--- config.mk ---
export PLATFORM = sky130hd
export DESIGN_NAME = fragmentPipeline_flat
export DESIGN_NICKNAME = d
export VERILOG_FILES = /design/src/verilog/fragmentPkg.sv /design/src/verilog/lutStreamIf.sv /design/src/verilog/valueDelay.sv /design/src/verilog/texEnv.sv /design/src/verilog/fogUnit.sv /design/src/verilog/fragmentPipeline.sv /design/src/flat_wrapper.sv
export SDC_FILE = /design/constraint.sdc
export NUM_CORES = 2
export LEC_CHECK = 0
export BUFFER_PORTS_ARGS = -buffer_cell sky130_fd_sc_hd__buf_2
export CAP_MARGIN = 20
export CORE_UTILIZATION = 55
export DETAILED_ROUTE_END_ITERATION = 8
export GPL_TIMING_DRIVEN = 1
export PLACE_DENSITY = 0.79
export SLEW_MARGIN = 30
export SYNTH_ARGS = -nofsm -noshare
export SYNTH_HDL_FRONTEND = slang
export SYNTH_SLANG_ARGS = --single-unit
export TNS_END_PERCENT = 1
--- constraint.sdc ---
create_clock -name aclk -period 10.9 [get_ports aclk]
set_input_delay 2.18 -clock aclk [delete_from_list [all_inputs] [get_ports aclk]]
set_output_delay 2.18 -clock aclk [all_outputs]
set_load 0.02 [all_outputs]
--- src/verilog/fragmentPkg.sv ---
/*
 * Shared widths, latencies and types of the fragment colour stage
 * Pixel struct and texture environment function encoding
 */
package fragmentPkg;

    // Colour channels
    localparam int subPixelWidth = 8;
    localparam int pixelChannels = 4;
    localparam logic [subPixelWidth-1:0] channelMax = '1;

    // r in the top byte, alpha in the bottom byte
    typedef struct packed {
        logic [subPixelWidth-1:0] r;
        logic [subPixelWidth-1:0] g;
        logic [subPixelWidth-1:0] b;
        logic [subPixelWidth-1:0] a;
    } pixel_t;

    // Channel times channel, before the shift back down
    typedef logic [2*subPixelWidth-1:0] product_t;

    // Coordinates, signed, 1.0 is 0x8000
    localparam int texCoordWidth = 24;
    localparam int clampedWidth = 16;
    localparam int texAddrWidth = 8;

    // Depth and fog table
    localparam int depthWidth = 16;
    localparam int fogIndexWidth = 5;
    localparam int fogEntries = 32;
    localparam int fogEntryWidth = 8;
    localparam int lutBeatWidth = 64;
    localparam int lutEntriesPerBeat = lutBeatWidth / fogEntryWidth;
    localparam int lutPtrWidth = $clog2(fogEntries / lutEntriesPerBeat);

    // Latencies in clocks
    localparam int texReadLatency = 6;
    localparam int texEnvLatency = 2;
    localparam int fogLatency = 6;
    localparam int pipelineLatency = 1 + texReadLatency + texEnvLatency + fogLatency;

    // Texture environment functions
    typedef enum logic [1:0] {
        texReplace,
        texModulate,
        texAdd,
        texBlend
    } texEnvFunc_t;

endpackage

--- src/verilog/lutStreamIf.sv ---
/*
 * Fog table stream, valid/ready/last handshake with one data beat
 */
interface lutStreamIf;

    // Beat moves when valid and ready are both high
    logic valid;
    logic ready;
    // Closes a table, next beat starts at entry 0
    logic last;
    // Eight intensities, entry 0 in the low byte
    logic [fragmentPkg::lutBeatWidth-1:0] data;

    modport source
    (
        output valid,
        output last,
        output data,
        input  ready
    );

    modport sink
    (
        input  valid,
        input  last,
        input  data,
        output ready
    );

endinterface

--- src/verilog/valueDelay.sv ---
/*
 * Fixed-length shift register for any payload type
 */
module valueDelay
#(
    parameter type payload_t = logic,
    parameter int depth = 1
)
(
    input  logic     aclk,
    input  payload_t din,
    output payload_t dout
);

    // One register per clock of delay
    payload_t stages [depth];

    always_ff @(posedge aclk)
    begin
        stages[0] <= din;
        for (int i = 1; i < depth; i++)
        begin
            stages[i] <= stages[i-1];
        end
    end

    // Oldest stage
    assign dout = stages[depth-1];

endmodule

--- src/verilog/texEnv.sv ---
/*
 * Texture environment combiner, two clocks
 * Replace, modulate, add and blend on all four channels
 */
module texEnv
(
    input  logic                     aclk,
    input  fragmentPkg::texEnvFunc_t func,
    input  fragmentPkg::pixel_t      texColor,
    input  fragmentPkg::pixel_t      primaryColor,
    input  fragmentPkg::pixel_t      envColor,
    output fragmentPkg::pixel_t      color
);

    // Channel views, index 0 is alpha
    logic [fragmentPkg::pixelChannels-1:0][fragmentPkg::subPixelWidth-1:0] texCh;
    logic [fragmentPkg::pixelChannels-1:0][fragmentPkg::subPixelWidth-1:0] primCh;
    logic [fragmentPkg::pixelChannels-1:0][fragmentPkg::subPixelWidth-1:0] envCh;
    logic [fragmentPkg::pixelChannels-1:0][fragmentPkg::subPixelWidth-1:0] resultCh;

    // Stage 1 results
    fragmentPkg::texEnvFunc_t funcReg;
    logic [fragmentPkg::pixelChannels-1:0][fragmentPkg::subPixelWidth-1:0] texReg;
    fragmentPkg::product_t [fragmentPkg::pixelChannels-1:0] modProd;
    logic [fragmentPkg::pixelChannels-1:0][fragmentPkg::subPixelWidth:0] addSum;
    fragmentPkg::product_t [fragmentPkg::pixelChannels-1:0] blendSum;

    assign texCh = texColor;
    assign primCh = primaryColor;
    assign envCh = envColor;

    // Stage 1, every candidate at once
    // Blend sum peaks at 255 * 255, fits the product width
    always_ff @(posedge aclk)
    begin
        funcReg <= func;
        for (int i = 0; i < fragmentPkg::pixelChannels; i++)
        begin
            texReg[i] <= texCh[i];
            modProd[i] <= fragmentPkg::product_t'(texCh[i]) * fragmentPkg::product_t'(primCh[i]);
            addSum[i] <= {1'b0, texCh[i]} + {1'b0, primCh[i]};
            blendSum[i] <= fragmentPkg::product_t'(primCh[i])
                * fragmentPkg::product_t'(fragmentPkg::channelMax - texCh[i])
                + fragmentPkg::product_t'(envCh[i]) * fragmentPkg::product_t'(texCh[i]);
        end
    end

    // Stage 2, pick by function
    always_ff @(posedge aclk)
    begin
        for (int i = 0; i < fragmentPkg::pixelChannels; i++)
        begin
            case (funcReg)
                fragmentPkg::texReplace:
                    resultCh[i] <= texReg[i];
                fragmentPkg::texModulate:
                    resultCh[i] <= modProd[i][2*fragmentPkg::subPixelWidth-1 -: fragmentPkg::subPixelWidth];
                fragmentPkg::texAdd:
                    // Carry out means saturate
                    resultCh[i] <= addSum[i][fragmentPkg::subPixelWidth] ? fragmentPkg::channelMax
                        : addSum[i][fragmentPkg::subPixelWidth-1:0];
                default:
                    resultCh[i] <= blendSum[i][2*fragmentPkg::subPixelWidth-1 -: fragmentPkg::subPixelWidth];
            endcase
        end
    end

    assign color = resultCh;

endmodule

--- src/verilog/fogUnit.sv ---
/*
 * Fog unit, 32-entry intensity table with its stream loader
 * Six-clock fog blend indexed by depth
 */
module fogUnit
(
    input  logic                              aclk,
    input  logic                              rst,
    lutStreamIf.sink                          lut,
    input  logic                              fogEnable,
    input  fragmentPkg::pixel_t               fogColor,
    input  logic [fragmentPkg::depthWidth-1:0] depth,
    input  fragmentPkg::pixel_t               texelColor,
    output fragmentPkg::pixel_t               color
);

    logic [fragmentPkg::fogEntryWidth-1:0] fogTable [fragmentPkg::fogEntries];

    //////////////////////////////////////////////////////////////////////
    // Table loader
    //////////////////////////////////////////////////////////////////////

    // Beat pointer, one beat fills eight entries
    logic [fragmentPkg::lutPtrWidth-1:0] beatPtr;
    logic readyReg;
    logic beatAccepted;

    assign beatAccepted = lut.valid && lut.ready;
    assign lut.ready = readyReg;

    always_ff @(posedge aclk)
    begin
        if (rst)
        begin
            beatPtr <= '0;
            readyReg <= 1'b0;
        end
        else
        begin
            // Never back-pressures once out of reset
            readyReg <= 1'b1;
            if (beatAccepted)
            begin
                beatPtr <= lut.last ? '0 : beatPtr + 1'b1;
            end
        end
    end

    always_ff @(posedge aclk)
    begin
        if (beatAccepted)
        begin
            for (int i = 0; i < fragmentPkg::lutEntriesPerBeat; i++)
            begin
                fogTable[int'(beatPtr) * fragmentPkg::lutEntriesPerBeat + i]
                    <= lut.data[i*fragmentPkg::fogEntryWidth +: fragmentPkg::fogEntryWidth];
            end
        end
    end

    //////////////////////////////////////////////////////////////////////
    // Fog blend
    //////////////////////////////////////////////////////////////////////

    // Texel and enable ride along stages 1 to 5
    fragmentPkg::pixel_t texelPipe [fragmentPkg::fogLatency-1];
    logic enablePipe [fragmentPkg::fogLatency-1];

    logic [fragmentPkg::fogIndexWidth-1:0] fogIndex;
    logic [fragmentPkg::fogEntryWidth-1:0] intensity;
    fragmentPkg::pixel_t fogColorS1;
    fragmentPkg::pixel_t fogColorS2;

    logic [fragmentPkg::pixelChannels-1:0][fragmentPkg::subPixelWidth-1:0] texelCh;
    logic [fragmentPkg::pixelChannels-1:0][fragmentPkg::subPixelWidth-1:0] fogCh;

    // Alpha bypasses the blend, so only r, g, b
    fragmentPkg::product_t [fragmentPkg::pixelChannels-1:1] texProd;
    fragmentPkg::product_t [fragmentPkg::pixelChannels-1:1] fogProd;
    fragmentPkg::product_t [fragmentPkg::pixelChannels-1:1] blendSum;
    logic [fragmentPkg::pixelChannels-1:1][fragmentPkg::subPixelWidth-1:0] blended;

    assign texelCh = texelPipe[1];
    assign fogCh = fogColorS2;

    always_ff @(posedge aclk)
    begin
        // Stage 1, table index from the top depth bits
        fogIndex <= depth[fragmentPkg::depthWidth-1 -: fragmentPkg::fogIndexWidth];
        fogColorS1 <= fogColor;
        texelPipe[0] <= texelColor;
        enablePipe[0] <= fogEnable;
        for (int k = 1; k < fragmentPkg::fogLatency - 1; k++)
        begin
            texelPipe[k] <= texelPipe[k-1];
            enablePipe[k] <= enablePipe[k-1];
        end

        // Stage 2, table read
        intensity <= fogTable[fogIndex];
        fogColorS2 <= fogColorS1;

        for (int i = 1; i < fragmentPkg::pixelChannels; i++)
        begin
            // Stage 3, texel weighted by f, fog colour by 255 - f
            texProd[i] <= fragmentPkg::product_t'(texelCh[i]) * fragmentPkg::product_t'(intensity);
            fogProd[i] <= fragmentPkg::product_t'(fogCh[i])
                * fragmentPkg::product_t'(fragmentPkg::channelMax - intensity);
            // Stage 4, sum
            blendSum[i] <= texProd[i] + fogProd[i];
            // Stage 5, back to channel width
            blended[i] <= blendSum[i][2*fragmentPkg::subPixelWidth-1 -: fragmentPkg::subPixelWidth];
        end

        // Stage 6, fogged or untouched
        color <= enablePipe[fragmentPkg::fogLatency-2]
            ? {blended, texelPipe[fragmentPkg::fogLatency-2].a}
            : texelPipe[fragmentPkg::fogLatency-2];
    end

endmodule

--- src/verilog/fragmentPipeline.sv ---
/*
 * Fragment colour pipeline, 15 clocks
 * Coordinate clamp, texel request, delay alignment, combiner and fog
 */
module fragmentPipeline
(
    input  logic                                 aclk,
    input  logic                                 rst,
    lutStreamIf.sink                             lut,
    input  fragmentPkg::texEnvFunc_t             texEnvFunc,
    input  logic                                 fogEnable,
    input  logic                                 clampS,
    input  logic                                 clampT,
    input  fragmentPkg::pixel_t                  texEnvColor,
    input  fragmentPkg::pixel_t                  fogColor,
    output logic [fragmentPkg::texAddrWidth-1:0] texAddr,
    input  fragmentPkg::pixel_t                  texel,
    input  fragmentPkg::pixel_t                  triangleColor,
    input  logic [fragmentPkg::depthWidth-1:0]   depth,
    input  logic [fragmentPkg::texCoordWidth-1:0] textureS,
    input  logic [fragmentPkg::texCoordWidth-1:0] textureT,
    output fragmentPkg::pixel_t                  fragmentColor
);

    // Configuration travels with its fragment
    typedef struct packed {
        fragmentPkg::pixel_t      color;
        fragmentPkg::texEnvFunc_t func;
        fragmentPkg::pixel_t      envColor;
    } colorStage_t;

    typedef struct packed {
        logic [fragmentPkg::depthWidth-1:0] depth;
        logic                               fogEnable;
        fragmentPkg::pixel_t                fogColor;
    } depthStage_t;

    // Clamp to [0, 0x7fff] in clamp mode, else keep the fraction bits for repeat
    function automatic logic [fragmentPkg::clampedWidth-1:0] clampCoord
    (
        input logic [fragmentPkg::texCoordWidth-1:0] coord,
        input logic                                  clampMode
    );
        logic [fragmentPkg::clampedWidth-1:0] result;
        result = coord[fragmentPkg::clampedWidth-1:0];
        if (clampMode)
        begin
            if (coord[fragmentPkg::texCoordWidth-1])
                result = '0;
            else if (coord[fragmentPkg::texCoordWidth-2:fragmentPkg::clampedWidth-1] != '0)
                result = 16'h7fff;
        end
        return result;
    endfunction

    //////////////////////////////////////////////////////////////////////
    // Step 0, clamp and texel request
    //////////////////////////////////////////////////////////////////////
    logic [fragmentPkg::clampedWidth-1:0] clampedS;
    logic [fragmentPkg::clampedWidth-1:0] clampedT;
    colorStage_t colorStage0;
    depthStage_t depthStage0;

    always_ff @(posedge aclk)
    begin
        clampedS <= clampCoord(textureS, clampS);
        clampedT <= clampCoord(textureT, clampT);
        colorStage0 <= '{color: triangleColor, func: texEnvFunc, envColor: texEnvColor};
        depthStage0 <= '{depth: depth, fogEnable: fogEnable, fogColor: fogColor};
    end

    // t nibble high, s nibble low
    assign texAddr = {clampedT[14:11], clampedS[14:11]};

    //////////////////////////////////////////////////////////////////////
    // Steps 1 and 2, wait for texel, combine, then fog
    //////////////////////////////////////////////////////////////////////
    colorStage_t colorAligned;
    depthStage_t depthAligned;
    fragmentPkg::pixel_t texEnvOut;

    // Lines up with the returning texel
    valueDelay #(.payload_t(colorStage_t), .depth(fragmentPkg::texReadLatency)) colorDelay
    (
        .aclk(aclk),
        .din (colorStage0),
        .dout(colorAligned)
    );

    // Lines up with the combiner output
    valueDelay #(
        .payload_t(depthStage_t),
        .depth    (fragmentPkg::texReadLatency + fragmentPkg::texEnvLatency)
    ) depthDelay
    (
        .aclk(aclk),
        .din (depthStage0),
        .dout(depthAligned)
    );

    texEnv combiner
    (
        .aclk        (aclk),
        .func        (colorAligned.func),
        .texColor    (texel),
        .primaryColor(colorAligned.color),
        .envColor    (colorAligned.envColor),
        .color       (texEnvOut)
    );

    fogUnit fog
    (
        .aclk      (aclk),
        .rst       (rst),
        .lut       (lut),
        .fogEnable (depthAligned.fogEnable),
        .fogColor  (depthAligned.fogColor),
        .depth     (depthAligned.depth),
        .texelColor(texEnvOut),
        .color     (fragmentColor)
    );

endmodule

--- src/flat_wrapper.sv ---
// flat-port wrapper written by rule: the top's interface ports become plain ports
module fragmentPipeline_flat 
  (aclk, rst, texEnvFunc, fogEnable, clampS, clampT, texEnvColor, fogColor, texAddr, texel, triangleColor, depth, textureS, textureT, fragmentColor, lut_valid, lut_last, lut_data, lut_ready);
  lutStreamIf lut_i ();
  input  logic aclk;
  input  logic rst;
  input  fragmentPkg::texEnvFunc_t texEnvFunc;
  input  logic fogEnable;
  input  logic clampS;
  input  logic clampT;
  input  fragmentPkg::pixel_t texEnvColor;
  input  fragmentPkg::pixel_t fogColor;
  output logic [fragmentPkg::texAddrWidth-1:0] texAddr;
  input  fragmentPkg::pixel_t texel;
  input  fragmentPkg::pixel_t triangleColor;
  input  logic [fragmentPkg::depthWidth-1:0] depth;
  input  logic [fragmentPkg::texCoordWidth-1:0] textureS;
  input  logic [fragmentPkg::texCoordWidth-1:0] textureT;
  output fragmentPkg::pixel_t fragmentColor;
  input wire logic [$bits(lut_i.valid)-1:0] lut_valid;
  input wire logic [$bits(lut_i.last)-1:0] lut_last;
  input wire logic [$bits(lut_i.data)-1:0] lut_data;
  output wire logic [$bits(lut_i.ready)-1:0] lut_ready;
  assign lut_i.valid = lut_valid;
  assign lut_i.last = lut_last;
  assign lut_i.data = lut_data;
  assign lut_ready = lut_i.ready;
  fragmentPipeline u_core (.aclk(aclk), .rst(rst), .lut(lut_i), .texEnvFunc(texEnvFunc), .fogEnable(fogEnable), .clampS(clampS), .clampT(clampT), .texEnvColor(texEnvColor), .fogColor(fogColor), .texAddr(texAddr), .texel(texel), .triangleColor(triangleColor), .depth(depth), .textureS(textureS), .textureT(textureT), .fragmentColor(fragmentColor));
endmodule
==> out/summary.md <==
The flow ran to the end, and the final reports show no timing, DRC or antenna violations. TritonCTS built the clock tree. Once the floorplan was initialized, standard cells occupied 55.6% of the core. The residual DRC count is 0, and the routability congestion estimate from global placement is 0.834. The worst setup path is of the input pin to flop kind. Clock latency on the worst-skew pair, taken at its later pin, is 0.82 ns. The total iterations of the first detailed-routing run came out at 6. For this run, the leading register cell type out of synthesis is sky130_fd_sc_hd__dfxtp_1. After clock tree synthesis, the clock-pin slew on the worst setup and hold paths is 0.06 ns. Total placed instance area: 79700 µm². When the netlist entered floorplanning its net count stood at 8075.

The total setup violations reported at the end of the flow is 0. Adding up every negative setup slack in the final design gives 0 ns. Setup repair after global routing left no endpoint under its margin. Startpoint type of the worst setup path: an input pin. At the end of the flow, the number of nets in the layout was 8374. On the final layout, the worst clock skew is 0.0562 ns.

Across every metal layer, demand over resource in global routing totals 21.1%. For the share of total power in sequential cells, the log shows 29.7%. Sequential-to-total area share from yosys stat: 44.3%. Buffers inserted to repair hold after CTS numbered 0. The root buffer cell chosen for the clock tree is sky130_fd_sc_hd__clkbuf_16. The first global-routing pass estimated 239 mm of wire.

Of the total power, the share spent switching nets is 37.2%. The overall die area is 141000 µm², and the detailed-route wire length per cell is 16.7 µm. The data required time at the worst endpoint is 11.60 ns, and the highest clock frequency the design can meet is 141 MHz. Along the worst path, the maximum fanout reaches 20. The die is 375 µm tall.

A synthesized cell averages 12.1 µm². For the summed instance area of the synthesized netlist, the log shows 76600 µm². The final period demand of the worst path works out to 7.08 ns. For the arrival time of data at the critical path endpoint, the log shows 7.78 ns.

Of the cells placed in the final design, the portion with a size suffix greater than 1 is 11.1%. After synthesis, the share of flip-flops with an asynchronous set or reset is 0%. The count of input and output buffers is 264, and the measured slew at the worst slew-check pin is 0.998 ns.

The tools report the relative contribution of the clock network to total power as 22.7%. The standard cell core area is 138000 µm². The total number of H-tree levels was 4.

For this design the static power due to leakage is 39.9 nW. The logs give 0 for the post-cts gate resize count and 43800 for the via count. The number of global-route vias before repair came out at 48200. Entering global routing, the biggest net connects 65 pins. The max-slew violation total from the final report was 0; the worst supply voltage drop on vdd was 0.296 mV. The fraction of power consumed by combinational cells was 47.6%; the switching power summed over all nets was 9.28 mW.

For this design the ratio of total power to cell area is 293 nW/µm². The tools report the count of cell types in the netlist as 70. After legalization and detailed placement, the total HPWL measured 99.3 mm.

The share of the clock period used by the worst path after layout is 65.0%, and the post-CTS setup buffer count is 0. The synthesized netlist cell count is 6349. In this run the deepest clock path goes through 3 buffers.

The initial antenna violation count is 6, and the number of clock sinks is 1567. In this run the core area contains 136 standard-cell rows. The worst hold path belongs to the class flop to flop. The signed area change from the synthesized netlist to the final layout was 11.5%; the register-to-register path setup slack was 5.03 ns. The synthesized design contains 256 enable-type register cells. The final-report hold violation count came out at 0. The run gives 2279 as the initial DRC count. In this run the tightest slew margin relative to its limit is 33.4%. The floorplan step set the die width to 375 µm.

Using the TritonRoute via totals, the vias-per-cell ratio works out to 5.10. The total internal power is 15.7 mW, and the total clock buffers created by CTS is 158. For this run, the number of Yosys warnings is 0. The routed design has 143 mm of wire.

With fillers left out, the area of the finished cells amounts to 85400 µm². The sum of overflow across all layers after global routing was 0; the total of max-cap violations was 0. The final hold slack was 0.292 ns.

The tools report the critical path endpoint category as a flop. The remaining number of nets flagged by the antenna check after routing came out at 0. The synthesized design contains 1567 register bits.

For the I/O pin count, the log shows 306.
[synth_stat cells, drive strengths merged (94+ instances only)]
master | instances | area (µm²)
edfxtp | 256 | 7690
inv | 1091 | 4100
a21oi | 101 | 505
ha | 724 | 9060
fa | 737 | 14800
and2 | 384 | 2400
mux4 | 112 | 2520
dfxtp | 1311 | 26200
nand2 | 436 | 1640
xnor2 | 139 | 1220
clkbuf | 118 | 445
nor2 | 140 | 526
nor2b | 213 | 1330
nand2b | 94 | 588
[metrics by stage]
stage	worst slack [ns]	instances	total power, mW	utilization (%)
after floorplan	3.70	6349	16.7	-
after global placement	3.14	8282	18.9	57.8
after detailed placement	3.07	8282	19.4	57.8
after CTS	3.89	8577	25.2	61.9
after global routing	3.60	8580	27.2	61.9
final	3.82	8583	25.0	62.0
[state kept, by name, summed over array words and instances, names as in the netlist, 4 cells and up]
name,flops
u_core.depthStage0,30
u_core.fog.blended,24
u_core.fog.texelPipe,160
u_core.colorDelay.stages,396
u_core.fog.color,32
u_core.combiner.texReg,32
u_core.combiner.color,32
u_core.fog.blendSum,24
u_core.fog.fogIndex,5
u_core.clampedS,4
u_core.combiner.addSum,36
u_core.fog.fogTable,256
u_core.fog.intensity,8
u_core.combiner.modProd,32
u_core.fog.texProd,48
u_core.fog.fogCh,24
u_core.depthDelay.stages,240
u_core.fog.fogColorS1,24
u_core.colorStage0,66
u_core.fog.enablePipe,5
u_core.fog.fogProd,48
u_core.clampedT,4
u_core.combiner.blendSum,32
[layout make-up]
class                      count  area [µm²]
antenna                        6        15.0
clock buffer                 208        4400
clock inverter                87        1250
fill                       10400       52400
inverter                    1091        4100
multi-input combinational   3547       38000
sequential                  1567       33900
tap                         1794        2240
timing repair buffer         283        1470
[logic make-up after synthesis]
| group | Yosys count | synth area share [%] |
|---|---|---|
| buf+inv | 1235 | 6.11 |
| fa+ha+maj | 1461 | 31.1 |
| xor+xnor | 183 | 2.09 |
| flops | 1567 | 44.3 |
| simple gates | 1409 | 9.58 |
| mux | 146 | 3.79 |
| compound gates | 348 | 3.02 |
[final timing paths]
kind	startpoint	end	cells after the start
max	texel[19]	u_core.combiner.blendSum[47]	17
min	u_core.colorDelay.stages[4][52]	u_core.colorDelay.stages[5][52]	0
max reg2reg	u_core.colorDelay.stages[5][55]	u_core.combiner.blendSum[47]	15
min reg2reg	u_core.colorDelay.stages[4][52]	u_core.colorDelay.stages[5][52]	0
[layer usage]
layer	track usage, %	part of all wire (%)
met5	0	0.020
met4	6.74	2.4
met3	3.81	5.3
met2	37.1	51
met1	26.3	42
[critical path, cell delays in order]
cell and delay (ns):
sky130_fd_sc_hd__buf_2 0.40, sky130_fd_sc_hd__inv_1 0.25, sky130_fd_sc_hd__nand2_1 0.15, sky130_fd_sc_hd__fa_1 0.46, sky130_fd_sc_hd__fa_1 0.56, sky130_fd_sc_hd__inv_1 0.06, sky130_fd_sc_hd__fa_1 0.50, sky130_fd_sc_hd__fa_1 0.58
sky130_fd_sc_hd__fa_1 0.43, sky130_fd_sc_hd__fa_1 0.44, sky130_fd_sc_hd__ha_1 0.20, sky130_fd_sc_hd__or3_1 0.36, sky130_fd_sc_hd__o22ai_1 0.33, sky130_fd_sc_hd__a21oi_1 0.22, sky130_fd_sc_hd__a211o_1 0.33, sky130_fd_sc_hd__a21oi_1 0.18
sky130_fd_sc_hd__xnor2_1 0.13
[cell usage in the layout, fill, tap and decap left out, drive strengths merged, types with 140 or more instances in the layout]
cell type,netlist,layout
buf,26,283
nor2b,213,213
dfxtp,1311,1311
nor2,140,140
fa,737,737
clkbuf,118,208
nand2,436,436
and2,384,384
edfxtp,256,256
inv,1091,1104
ha,724,724
[power groups by stage]
stage               clock network [mW]  logic, mW  registers [mW]
floorplan                            0       9.30            7.37
global placement                     0       11.3            7.52
detailed placement                   0       11.8            7.54
CTS                               5.82       12.0            7.43
global route                      6.06       13.6            7.51
finish                            5.66       11.9            7.42
Power figures use the tool's default switching activity.
